$ cat src/tile_pkg.sv
package tile_pkg;

   // datapath widths
   localparam int data_width_c = 32;
   localparam int addr_width_c = 32;
   localparam int x_width_c    = 4;
   localparam int y_width_c    = 4;
   localparam int mask_width_c = data_width_c / 8;

   // in-tile byte address carried by a packet
   localparam int remote_addr_width_c = addr_width_c - x_width_c - y_width_c - 1;

   // banked memory geometry
   localparam int num_banks_c      = 2;
   localparam int bank_words_c     = 256;
   localparam int mem_addr_width_c = $clog2(num_banks_c) + $clog2(bank_words_c);

   // receive buffer depth
   localparam int fifo_els_c = 4;

   // packet ops, value 1 is unused
   localparam logic [1:0] op_remote_store_c = 2'd0;
   localparam logic [1:0] op_freeze_c       = 2'd2;
   localparam logic [1:0] op_unfreeze_c     = 2'd3;

   // magic load addresses, entry 0 in the low slice
   localparam int magic_num_c = 2;
   localparam logic [magic_num_c-1:0][remote_addr_width_c-1:0] magic_addr_c =
      {23'h0A19AC, 23'h0BCDE0};
   localparam logic [data_width_c-1:0] magic_const_c = 32'h10203040;

   typedef struct packed {
      logic [1:0]                     op;
      logic [mask_width_c-1:0]        mask;
      logic [remote_addr_width_c-1:0] addr;
      logic [data_width_c-1:0]        data;
      logic [y_width_c-1:0]           y;
      logic [x_width_c-1:0]           x;
   } packet_s;

   // core address seen either as a network target or as a local word
   typedef union packed {
      struct packed {
         logic                           remote;
         logic [y_width_c-1:0]           y;
         logic [x_width_c-1:0]           x;
         logic [remote_addr_width_c-1:0] addr;
      } rmt;
      struct packed {
         logic [addr_width_c-mem_addr_width_c-$clog2(mask_width_c)-1:0] unused;
         logic [mem_addr_width_c-1:0]                                 word;
         logic [$clog2(mask_width_c)-1:0]                             byte_off;
      } loc;
   } addr_u;

   typedef struct packed {
      logic                    v;
      logic                    w;
      addr_u                   addr;
      logic [data_width_c-1:0] wdata;
      logic [mask_width_c-1:0] mask;
   } dmem_req_s;

   typedef struct packed {
      logic                        v;
      logic                        w;
      logic [mem_addr_width_c-1:0] addr;
      logic [data_width_c-1:0]     data;
      logic [mask_width_c-1:0]     mask;
   } mem_port_s;

endpackage
$ cat src/magic_load_hook.sv
`timescale 1ns/10ps

module magic_load_hook
   (
      input  logic                 clk_i,
      input  logic                 reset_i,
      input  tile_pkg::dmem_req_s  core_req_i,
      input  logic                 any_os_i,
      output logic                 magic_v_o,
      input  logic                 mem_rv_i,
      input  logic [31:0]          mem_rdata_i,
      output logic                 core_rv_o,
      output logic [31:0]          core_rdata_o
   );
   import tile_pkg::*;

   logic [magic_num_c-1:0]                   hit;
   logic [magic_num_c-1:0]                   hit_r;
   logic [magic_num_c-1:0][data_width_c-1:0] magic_data;

   // entry 1 reports the os flag in bit 0
   assign magic_data = {{{(data_width_c-1){1'b0}}, any_os_i}, magic_const_c};

   always_comb
   begin
      for (int i = 0; i < magic_num_c; i++)
      begin
         hit[i] = core_req_i.v & ~core_req_i.w & core_req_i.addr.rmt.remote
                & (core_req_i.addr.rmt.addr == magic_addr_c[i]);
      end
   end

   assign magic_v_o = |hit;

   // one cycle delay to line up with a bank read
   always_ff @(posedge clk_i)
   begin
      if (reset_i)
         hit_r <= '0;
      else
         hit_r <= hit;
   end

   always_comb
   begin
      core_rv_o    = mem_rv_i | (|hit_r);
      core_rdata_o = mem_rdata_i;
      for (int i = 0; i < magic_num_c; i++)
      begin
         if (hit_r[i])
            core_rdata_o = magic_data[i];
      end
   end

   // the magic slot must not overwrite a real bank return
   a_no_return_clash: assert property (@(posedge clk_i) disable iff (reset_i)
      !((|hit_r) && mem_rv_i));

endmodule

$ cat config.mk
export PLATFORM = sky130hd
export DESIGN_NAME = magic_load_hook
export DESIGN_NICKNAME = d
export VERILOG_FILES = /design/src/tile_pkg.sv /design/src/magic_load_hook.sv
export SDC_FILE = /design/constraint.sdc
export NUM_CORES = 1
export LEC_CHECK = 0
export ABC_AREA = 1
export BUFFER_PORTS_ARGS = -buffer_cell sky130_fd_sc_hd__buf_2
export CAP_MARGIN = 40
export CORE_AREA = 2 2 55 57
export CTS_BUF_LIST = sky130_fd_sc_hd__clkbuf_4
export DETAILED_ROUTE_END_ITERATION = 12
export DIE_AREA = 0 0 57 59
export GPL_TIMING_DRIVEN = 0
export PLACE_DENSITY = 0.8
export SETUP_SLACK_MARGIN = 0.02
export SLEW_MARGIN = 10
export SYNTH_ARGS = -nofsm -noshare
export SYNTH_HDL_FRONTEND = slang
export SYNTH_SLANG_ARGS = --single-unit
$ cat constraint.sdc
create_clock -name clk_i -period 2.35 [get_ports clk_i]
set_input_delay 0.705 -clock clk_i [delete_from_list [all_inputs] [get_ports clk_i]]
set_output_delay 0.705 -clock clk_i [all_outputs]
set_load 0.005 [all_outputs]
# After elaboration in Yosys (flattened, before gate mapping)

Index checks and enable logic that the tools add are counted.

Eq/ne operators: 2
Mux-type cells: 2
Bitwise gates (word level): 6
Reduce and logical (&&, ||, !) cells: 2

Operators with widths:

| operator             | number |
|---|---|
| $mux 32              | 2 |
| $eq 23x20->1 const B | 2 |
| $and 1x1->1          | 4 |
| $reduce_or 2->1      | 2 |
| $not 1->1            | 1 |
| $or 1x1->1           | 1 |

Flip-flop bits (word level): 2
Input bits: 106
Logic and storage cells: 13

# Logic depth before layout (Yosys ltp)

Gate-level depths: netlist (run 1).

Depth in word-level cells: 5
Gate-level depth with buffers: 7
Mapped depth without buffers: 7

# Worst setup path after synthesis (run 1)

OpenSTA, ideal clock, no wires.

Kind: input to output
Start point: input port core_req_i[45] (netlist bit)
End point: output port magic_v_o
Arrival time: 1.140 ns
Data required time: 1.645 ns
Slack: 0.505 ns
Stages: 7
Path buffers: 0
Cells stage by stage: inv_1 > nand2_1 > nor2_1 > nand2_1 > nor2_2 > nand2_1 > nand2_1

Word-level cells in the longest chain between the ends: 3

RTL lines:

| what                | line                  | source |
|---|---|---|
| start, declared     | magic_load_hook.sv:7  | `input tile_pkg::dmem_req_s core_req_i,` |
| $eq 23x20->1        | magic_load_hook.sv:29 | `& (core_req_i.addr.rmt.addr == magic_addr_c[i]);` |
| $and 1x1->1         | magic_load_hook.sv:29 |  |
| $reduce_or 2->1 (*) | magic_load_hook.sv:33 | `assign magic_v_o = \|hit;` |
| end, declared       | magic_load_hook.sv:9  | `output logic magic_v_o,` |

Mark *: on every way between the ends. The rest lies on a longest branch, timed or not.

# Final worst setup path (run 1)

Start point: input port core_req_i[57] (netlist bit)
End point: output port magic_v_o

Same word-level chain as after synthesis.

==> key figures, run 1 <==
Die
  – Die height: 59 um
  – Core footprint: 2710 sq um
  – Die W: 57 um
  – Num ports: 140
  – Die area: 3360 sq um
  – Cell row count: 19
  – Starting Density: 19.8%

CTS
  – Htree depth: 1
  – Setup bufs post-CTS: 0
  – Clk buf depth: 2
  – TritonCTS clock tree: built
  – Cts repair resizes: 0
  – Clk sinks: 2
  – Root Driver: clkbuf_4
  – CTS clk-pin slew, worst paths: 0.03 ns
  – CTS Hold Bufs: 0
  – Inserted Clock Buffers: 3

Global route
  – GRT overflow: 0
  – Number of global-route vias before repair: 827
  – Global-route wire length before repair: 3.15 mm
  – GRT busiest layer: met2
  – GR Util All Layers: 11.7%
  – Met1 usage: 11.0%
  – Met3 usage: 3.49%
  – Largest net degree at the start of global routing: 11
  – Met2 Use GR: 23.2%
  – Initial antenna violation count: 0

Placed design
  – IO buf count: 95
  – Placed insts: 249
  – DP Wirelength: 1.75 mm
  – Routability cong.: 0.655

Layout
  – Fill count: 303
  – Final nets: 329
  – Area of the multi-input gates: 398 sq um
  – Share of cells above drive strength 1: 49.3%
  – Top Registers: hit_r (2)
  – Max reg flops: 2
  – Final std cells w/o fill: 252
  – Storage cell area: 40.0 sq um
  – Ant diodes: 0
  – Most frequent cells in the layout: buf_2, nor2_1, nand2_1
  – Top reg by flops: hit_r
  – Most common cell after layout, fill and taps aside: buf_2
  – Area Overhead vs Synth: 100%

Timing
  – RSZ-0062 raised after global routing: no
  – Final Hold Violating Endpoints: 0
  – Worst hold slack: 0.658 ns
  – Peak Freq: 478 MHz
  – Max-slew headroom: 81.9%
  – Fin. max-slew vios: 0
  – Worst Max-Slew Pin Slew: 0.271 ns
  – Shortest period the worst path allows: 2.09 ns
  – Setup TNS: 0 ns
  – Final setup fails: 0
  – Period utilisation layout: 89.1%

Pwr
  – Worst VDD drop: 127 uV
  – Pwr Density: 212 nW/um^2
  – Pleak: 0.774 nW
  – Total power: 0.000228 W

Yosys
  – Sequential element share of the synthesized area: 7.46%
  – Post-synthesis cell count: 123
  – Mapped Area: 537 sq um
  – Mapped Nets: 229
  – Synth Warn #: 0
  – Synth top area share: 35.7%
  – Synth cell types: 13
  – Ranking of synthesized cells by area: nor2_1, nand2_1, inv_1, dfxtp_1, buf_6
  – Post-Syn Area per Cell: 4.36 sq um
  – Cell taking the most area after synthesis: nor2_1
  – FF+latch count, synth: 2

Setup path
  – CP startpoint kind: primary input
  – CP arrival: 1.39 ns
  – Most common cell on crit path: nand2_1
  – Worst setup path category: in2out
  – CP max-delay cell: buf_2
  – Critical path peak fanout: 2
  – CP top delay family: simple AND/OR/NAND/NOR gates
  – Critical Path RT: 1.64 ns
  – CP Cell Sequence: buf_2 -> inv_1 -> nand2_1 -> nor2_1 -> nand2_1 -> nor2_2 -> nand2_1 -> nand2_1 -> buf_2
  – CP Capture Type: output pin
  – Buf/Inv on CP: 3
  – Slowest stage delay, CP: 0.11 ns

Detailed routing
  – Overall routed net length: 2.00 mm
  – DRT Pass-1 Iters: 4
  – DR vias: 1018
  – Drt initial violations: 43
  – Wire per inst: 7.93 um
  – Drt via density: 4.04
  – Drc violations: 0
  – DRT antenna net count: 0

Status
  – Status: finished, final reports clean

Min path
  – Hold Path Stages: 2
  – Hold Path End: hit_r[0]
  – Worst Min Path Start: reset_i
  – Min-Delay Path Class: in2reg

Run
  – Number of max-cap violations: 0
## where the power goes
part           internal [W]       switching, W  total (W)
Combinational     0.0000712          0.0000477   0.000119
Sequential        0.0000342  0.000000000000818  0.0000342
Clock             0.0000562          0.0000183  0.0000745
## stage by stage
stage | area, sq um | setup WS, ns | util (%)
finish | 1070 | 0.256 | 39.6
global placement | 1050 | 0.262 | 38.8
CTS | 1070 | 0.241 | 39.6
floorplan | 537 | 0.505 | -
detailed placement | 1050 | 0.243 | 38.8
global route | 1070 | 0.116 | 39.6
## final cells by class
cell class,count,area share (%)
repair buffers,95,44.3
multi-input cells,100,37.1
inverters,15,5.24
plain buffers,6,3.96
flip-flops and latches,2,3.73
well taps,31,3.61
clock buffers,3,2.10
## cell usage after synthesis
| master | n |
|---|---|
| nand3b_1 | 1 |
| nor2_2 | 1 |
| dfxtp_1 | 2 |
| nand2_2 | 3 |
| nand4_1 | 1 |
| a22o_1 | 1 |
| inv_1 | 14 |
| nor2_1 | 51 |
| buf_6 | 2 |
| inv_2 | 1 |
| nand3_1 | 1 |
| nand2_1 | 41 |
| buf_2 | 4 |
## per-layer routing
metal	routed length, um	vias up
met5	0	-
met4	19	0
met3	280	2
met2	944	64
met1	754	399
li1	-	553
## how the worst max path moves through the flow
stage / startpoint / to / slack [ns] / cells past startpoint
finish: core_req_i[57] / magic_v_o / 0.26 / 9
global route: core_req_i[58] / magic_v_o / 0.12 / 9
CTS: core_req_i[57] / magic_v_o / 0.24 / 9
detailed placement: core_req_i[57] / magic_v_o / 0.24 / 9
global placement: core_req_i[57] / magic_v_o / 0.26 / 9
floorplan: core_req_i[45] / magic_v_o / 0.50 / 7
## kinds of logic after synthesis
kind of cell	Yosys count	share of synthesized area [%]
simple gates	99	72.5
compound gates	1	1.63
flops	2	7.46
buf+inv	21	18.4
Note: power is estimated with default switching activity, not from simulation.
==> run 2, diff against run 1 <==
Settings changed: GPL_TIMING_DRIVEN 0 to default.
==> key figures, run 2 (synthesis results as in run 1) <==
Detailed routing
  – DR vias: 968 (-4.9%)
  – Drt initial violations: 49 (+14%)
  – Drt via density: 3.92 (-3.0%)
  – DRT antenna net count: 0 (unchanged)
  – Wire per inst: 7.77 um (-2.1%)
  – Drc violations: 0 (unchanged)
  – Overall routed net length: 1.92 mm (-4.0%)
  – DRT Pass-1 Iters: 3 (-1)

CTS
  – TritonCTS clock tree: built
  – CTS clk-pin slew, worst paths: 0.03 ns (about the same)
  – Setup bufs post-CTS: 0 (unchanged)
  – Root Driver: clkbuf_4
  – Clk sinks: 2 (unchanged)
  – Htree depth: 1 (unchanged)
  – Cts repair resizes: 0 (unchanged)
  – CTS Hold Bufs: 0 (unchanged)
  – Inserted Clock Buffers: 3 (unchanged)
  – Clk buf depth: 2 (unchanged)

Timing
  – RSZ-0062 raised after global routing: no
  – Shortest period the worst path allows: 2.10 ns (+0.00206 ns)
  – Max-slew headroom: 66.7% (-15 points)
  – Period utilisation layout: 89.2% (about the same)
  – Final setup fails: 0 (unchanged)
  – Worst Max-Slew Pin Slew: 0.499 ns (+0.228 ns)
  – Peak Freq: 477 MHz (about the same)
  – Final Hold Violating Endpoints: 0 (unchanged)
  – Fin. max-slew vios: 0 (unchanged)
  – Setup TNS: 0 ns (unchanged)

Global route
  – GR Util All Layers: 11.1% (-0.61 points)
  – Initial antenna violation count: 0 (unchanged)
  – Global-route wire length before repair: 3.00 mm (-4.6%)
  – Number of global-route vias before repair: 758 (-8.3%)
  – Largest net degree at the start of global routing: 27 (+16)
  – GRT overflow: 0 (unchanged)

Min path
  – Min-Delay Path Class: in2reg

Layout
  – Final nets: 324 (-1.5%)
  – Most frequent cells in the layout: buf_2, nor2_1, nand2_1
  – Area Overhead vs Synth: 95.8%
  – Most common cell after layout, fill and taps aside: buf_2
  – Top Registers: hit_r (2)
  – Top reg by flops: hit_r
  – Share of cells above drive strength 1: 48.1% (-1.2 points)
  – Cell area after layout: 1050 sq um (-2.1%)
  – Max reg flops: 2 (unchanged)
  – Fill count: 312 (+3.0%)
  – Ant diodes: 0 (unchanged)

Setup path
  – CP Capture Type: output pin
  – CP top delay family: simple AND/OR/NAND/NOR gates
  – CP Cell Sequence: buf_2 -> inv_1 -> nand2_1 -> nor2_1 -> nand2_1 -> nor2_2 -> nand2_1 -> nand2_1 -> buf_2
  – Most common cell on crit path: nand2_1
  – Buf/Inv on CP: 3 (unchanged)
  – Worst setup path category: in2out
  – CP startpoint kind: primary input
  – CP arrival: 1.39 ns (about the same)
  – Critical Path RT: 1.64 ns (about the same)
  – Critical path peak fanout: 2 (unchanged)
  – Slowest stage delay, CP: 0.11 ns (about the same)
  – CP max-delay cell: buf_2

Die
  – Die height: 59 um (unchanged)
  – Die W: 57 um (unchanged)
  – Cell row count: 19 (unchanged)
  – Core footprint: 2710 sq um (unchanged)
  – Num ports: 140 (unchanged)
  – Starting Density: 19.8% (unchanged)
  – Die area: 3360 sq um (unchanged)

Placed design
  – DP Wirelength: 1.65 mm (-5.6%)
  – Area of placed instances: 1030 sq um (-2.1%)
  – Routability cong.: 0.640 (-2.3%)
  – IO buf count: 95 (unchanged)

Status
  – Status: finished, final reports clean

Pwr
  – Worst VDD drop: 127 uV (-0.18%)
  – Pleak: 0.748 nW (-3.4%)
  – Pwr Density: 216 nW/um^2 (+1.6%)

Run
  – Number of max-cap violations: 0 (unchanged)
==> run 2: cell count changes in the layout (fill, tap and decap cells not counted) <==
cell	previous run	this run
buf_6	2	0
buf_2	99	95
buf_12	0	1
==> run 2: area by class of cell <==
type | count | area, sq um | share of cell area [%]
repair buffers | 96 | 495 | 47.1
multi-input cells | 100 | 398 | 37.9
inverters | 15 | 56.3 | 5.36
flip-flops and latches | 2 | 40.0 | 3.81
well taps | 31 | 38.8 | 3.69
clock buffers | 3 | 22.5 | 2.14
==> run 2: power by group <==
group          internal [W]  leakage, nW     switching [W]
clock network     0.0000562       0.0138         0.0000177
logic             0.0000711        0.718         0.0000473
registers         0.0000342       0.0161  0.00000000000217
==> run 2: path summary, 6_finish.rpt <==
path / cells after the start / start / endpoint / slack [ns]
min: 2 / reset_i / hit_r[1] / 0.66
max: 9 / core_req_i[57] / magic_v_o / 0.25
==> run 2: metrics by stage <==
step                worst slack, ns  std cells  util, %  total power, W  hold WS (ns)
floorplan                     0.505        123        -       0.0000760         0.777
global placement              0.259        244     38.0        0.000152         0.884
detailed placement            0.243        244     38.0        0.000154         0.883
CTS                           0.242        247     38.8        0.000234         0.649
global route                  0.129        247     38.8        0.000253         0.648
finish                        0.254        247     38.8        0.000226         0.660
==> run 2: layer usage <==
| layer | share of wire [%] | vias to the layer above | GRT usage [%] |
|---|---|---|---|
| met1 | 38 | 361 | 10.9 |
| met2 | 46 | 62 | 21.3 |
| met4 | 0.99 | 0 | 3.99 |
| met5 | 0 | - | 0 |
| met3 | 16 | 2 | 3.93 |
| li1 | - | 543 | - |
==> run 3, diff against run 2 <==
==> constraint.sdc (replaced) <==
create_clock -name clk_i -period 2.35 [get_ports clk_i]
set_input_delay 0.1175 -clock clk_i [delete_from_list [all_inputs] [get_ports clk_i]]
set_output_delay 0.1175 -clock clk_i [all_outputs]
set_load 0.005 [all_outputs]
==> key figures, run 3 (synthesis results as in run 1) <==
Layout
  – Most common cell after layout, fill and taps aside: buf_2
  – Area Overhead vs Synth: 93.5%
  – Share of cells above drive strength 1: 48.1% (unchanged)
  – Top reg by flops: hit_r
  – Final nets: 324 (unchanged)
  – Most frequent cells in the layout: buf_2, nor2_1, nand2_1
  – Top Registers: hit_r (2)
  – Area of the multi-input gates: 398 sq um (unchanged)
  – Fill count: 300 (-3.8%)
  – Cell area after layout: 1040 sq um (-1.2%)
  – Ant diodes: 0 (unchanged)
  – Max reg flops: 2 (unchanged)
  – Storage cell area: 40.0 sq um (unchanged)

Die
  – Die area: 3360 sq um (unchanged)
  – Cell row count: 19 (unchanged)
  – Core footprint: 2710 sq um (unchanged)
  – Die W: 57 um (unchanged)
  – Num ports: 140 (unchanged)
  – Die height: 59 um (unchanged)
  – Starting Density: 19.8% (unchanged)

Placed design
  – Area of placed instances: 1020 sq um (-1.2%)
  – Routability cong.: 0.655 (+2.2%)
  – IO buf count: 95 (unchanged)
  – DP Wirelength: 1.68 mm (+1.6%)

CTS
  – Clk sinks: 2 (unchanged)
  – Htree depth: 1 (unchanged)
  – Cts repair resizes: 0 (unchanged)
  – TritonCTS clock tree: built
  – Inserted Clock Buffers: 3 (unchanged)
  – CTS clk-pin slew, worst paths: 0.03 ns (about the same)
  – CTS Hold Bufs: 0 (unchanged)
  – Clk buf depth: 2 (unchanged)
  – Root Driver: clkbuf_4
  – Setup bufs post-CTS: 0 (unchanged)

Pwr
  – Net Switching: 0.0000672 W (+3.4%)
  – Switching power share of the total: 29.4% (+0.68 points)
  – Pleak: 0.745 nW (-0.36%)
  – Cell internal pwr: 0.000162 W (about the same)
  – Logic pwr share: 51.9% (-0.4 points)
  – Share of power burned in the clock network: 33.1% (+0.5 points)
  – Pwr Density: 220 nW/um^2 (+2.2%)
  – Worst VDD drop: 119 uV (-6.4%)
  – Seq pwr share: 15.0% (about the same)

Global route
  – GRT overflow: 0 (unchanged)
  – Largest net degree at the start of global routing: 27 (unchanged)
  – Number of global-route vias before repair: 847 (+12%)
  – Global-route wire length before repair: 3.20 mm (+6.7%)
  – Initial antenna violation count: 0 (unchanged)
  – GR Util All Layers: 12.0% (+0.92 points)

Setup path
  – Crit path from: hit_r[1]
  – CP arrival: 1.36 ns (-0.03 ns)
  – CP Cell Sequence: buf_4 -> nor2_1 -> buf_2
  – CP Capture Type: output pin
  – Buf/Inv on CP: 2 (-1)
  – Critical path peak fanout: 20 (+18)
  – Slowest stage delay, CP: 0.61 ns (+0.50 ns)
  – Critical Path RT: 2.23 ns (+0.59 ns)
  – CP max-delay cell: dfxtp_1
  – Worst setup path category: reg2out
  – CP startpoint kind: flip-flop
  – CP top delay family: flip-flops

Timing
  – Final setup fails: 0 (unchanged)
  – Worst Max-Slew Pin Slew: 0.485 ns (-0.0141 ns)
  – Max-slew headroom: 67.6% (+0.94 points)
  – Shortest period the worst path allows: 1.47 ns (-0.622 ns)
  – Final Hold Violating Endpoints: 0 (unchanged)
  – RSZ-0062 raised after global routing: no
  – Peak Freq: 678 MHz (+42%)
  – Period utilisation layout: 62.7% (-26 points)
  – Fin. max-slew vios: 0 (unchanged)
  – Setup TNS: 0 ns (unchanged)

Detailed routing
  – Wire per inst: 8.12 um (+4.5%)
  – DRT Pass-1 Iters: 6 (+3)
  – Drt initial violations: 66 (+35%)
  – Drt via density: 4.03 (+2.8%)
  – DR vias: 995 (+2.8%)
  – DRT antenna net count: 0 (unchanged)
  – Drc violations: 0 (unchanged)
  – Overall routed net length: 2.01 mm (+4.5%)

Min path
  – Min-Delay Path Class: in2reg
  – Worst Min Path Start: reset_i

Status
  – Status: finished, final reports clean

Run
  – Number of max-cap violations: 0 (unchanged)
## run 3: changes by cell type in the layout (fill, tap and decap cells not counted)
cell / before / now
buf_12: 1 / 0
buf_4: 0 / 1
## run 3: final cells by class
type / count / share of cell area (%)
Inverter: 15 / 5.42
Sequential cell: 2 / 3.86
Tap cell: 31 / 3.73
Multi-Input combinational cell: 100 / 38.3
Timing Repair Buffer: 96 / 46.5
Clock buffer: 3 / 2.17
## run 3: per-stage QoR
stage / setup slack, ns / utilization (%) / power, W / hold slack [ns] / cells
floorplan: 1.48 / - / 0.0000760 / 0.190 / 123
global placement: 1.06 / 37.5 / 0.000152 / 0.293 / 244
detailed placement: 1.07 / 37.5 / 0.000154 / 0.293 / 244
CTS: 0.820 / 38.3 / 0.000237 / 0.0543 / 247
global route: 0.710 / 38.3 / 0.000256 / 0.0556 / 247
finish: 0.876 / 38.3 / 0.000229 / 0.0651 / 247
## run 3: power groups by stage
stage               Combinational [W]  Sequential (W)   Clock, W
global route                 0.000135       0.0000342  0.0000866
CTS                          0.000120       0.0000342  0.0000823
detailed placement           0.000120       0.0000347          0
global placement             0.000117       0.0000347          0
finish                       0.000119       0.0000342  0.0000757
floorplan                   0.0000414       0.0000347          0
## run 3: path summary, 6_finish.rpt
| kind | depth (start not counted) | slack, ns | endpoint |
|---|---|---|---|
| worst min-delay path | 2 | 0.07 | hit_r[1] |
| worst max-delay path | 3 | 0.88 | core_rdata_o[2] |
## run 3: routing by layer
metal,global-route usage (%),up-vias,part of all wire (%)
met2,23.5,62,46
li1,-,541,-
met3,2.40,2,13
met5,0,-,0
met4,6.31,0,0.95
met1,11.8,390,40
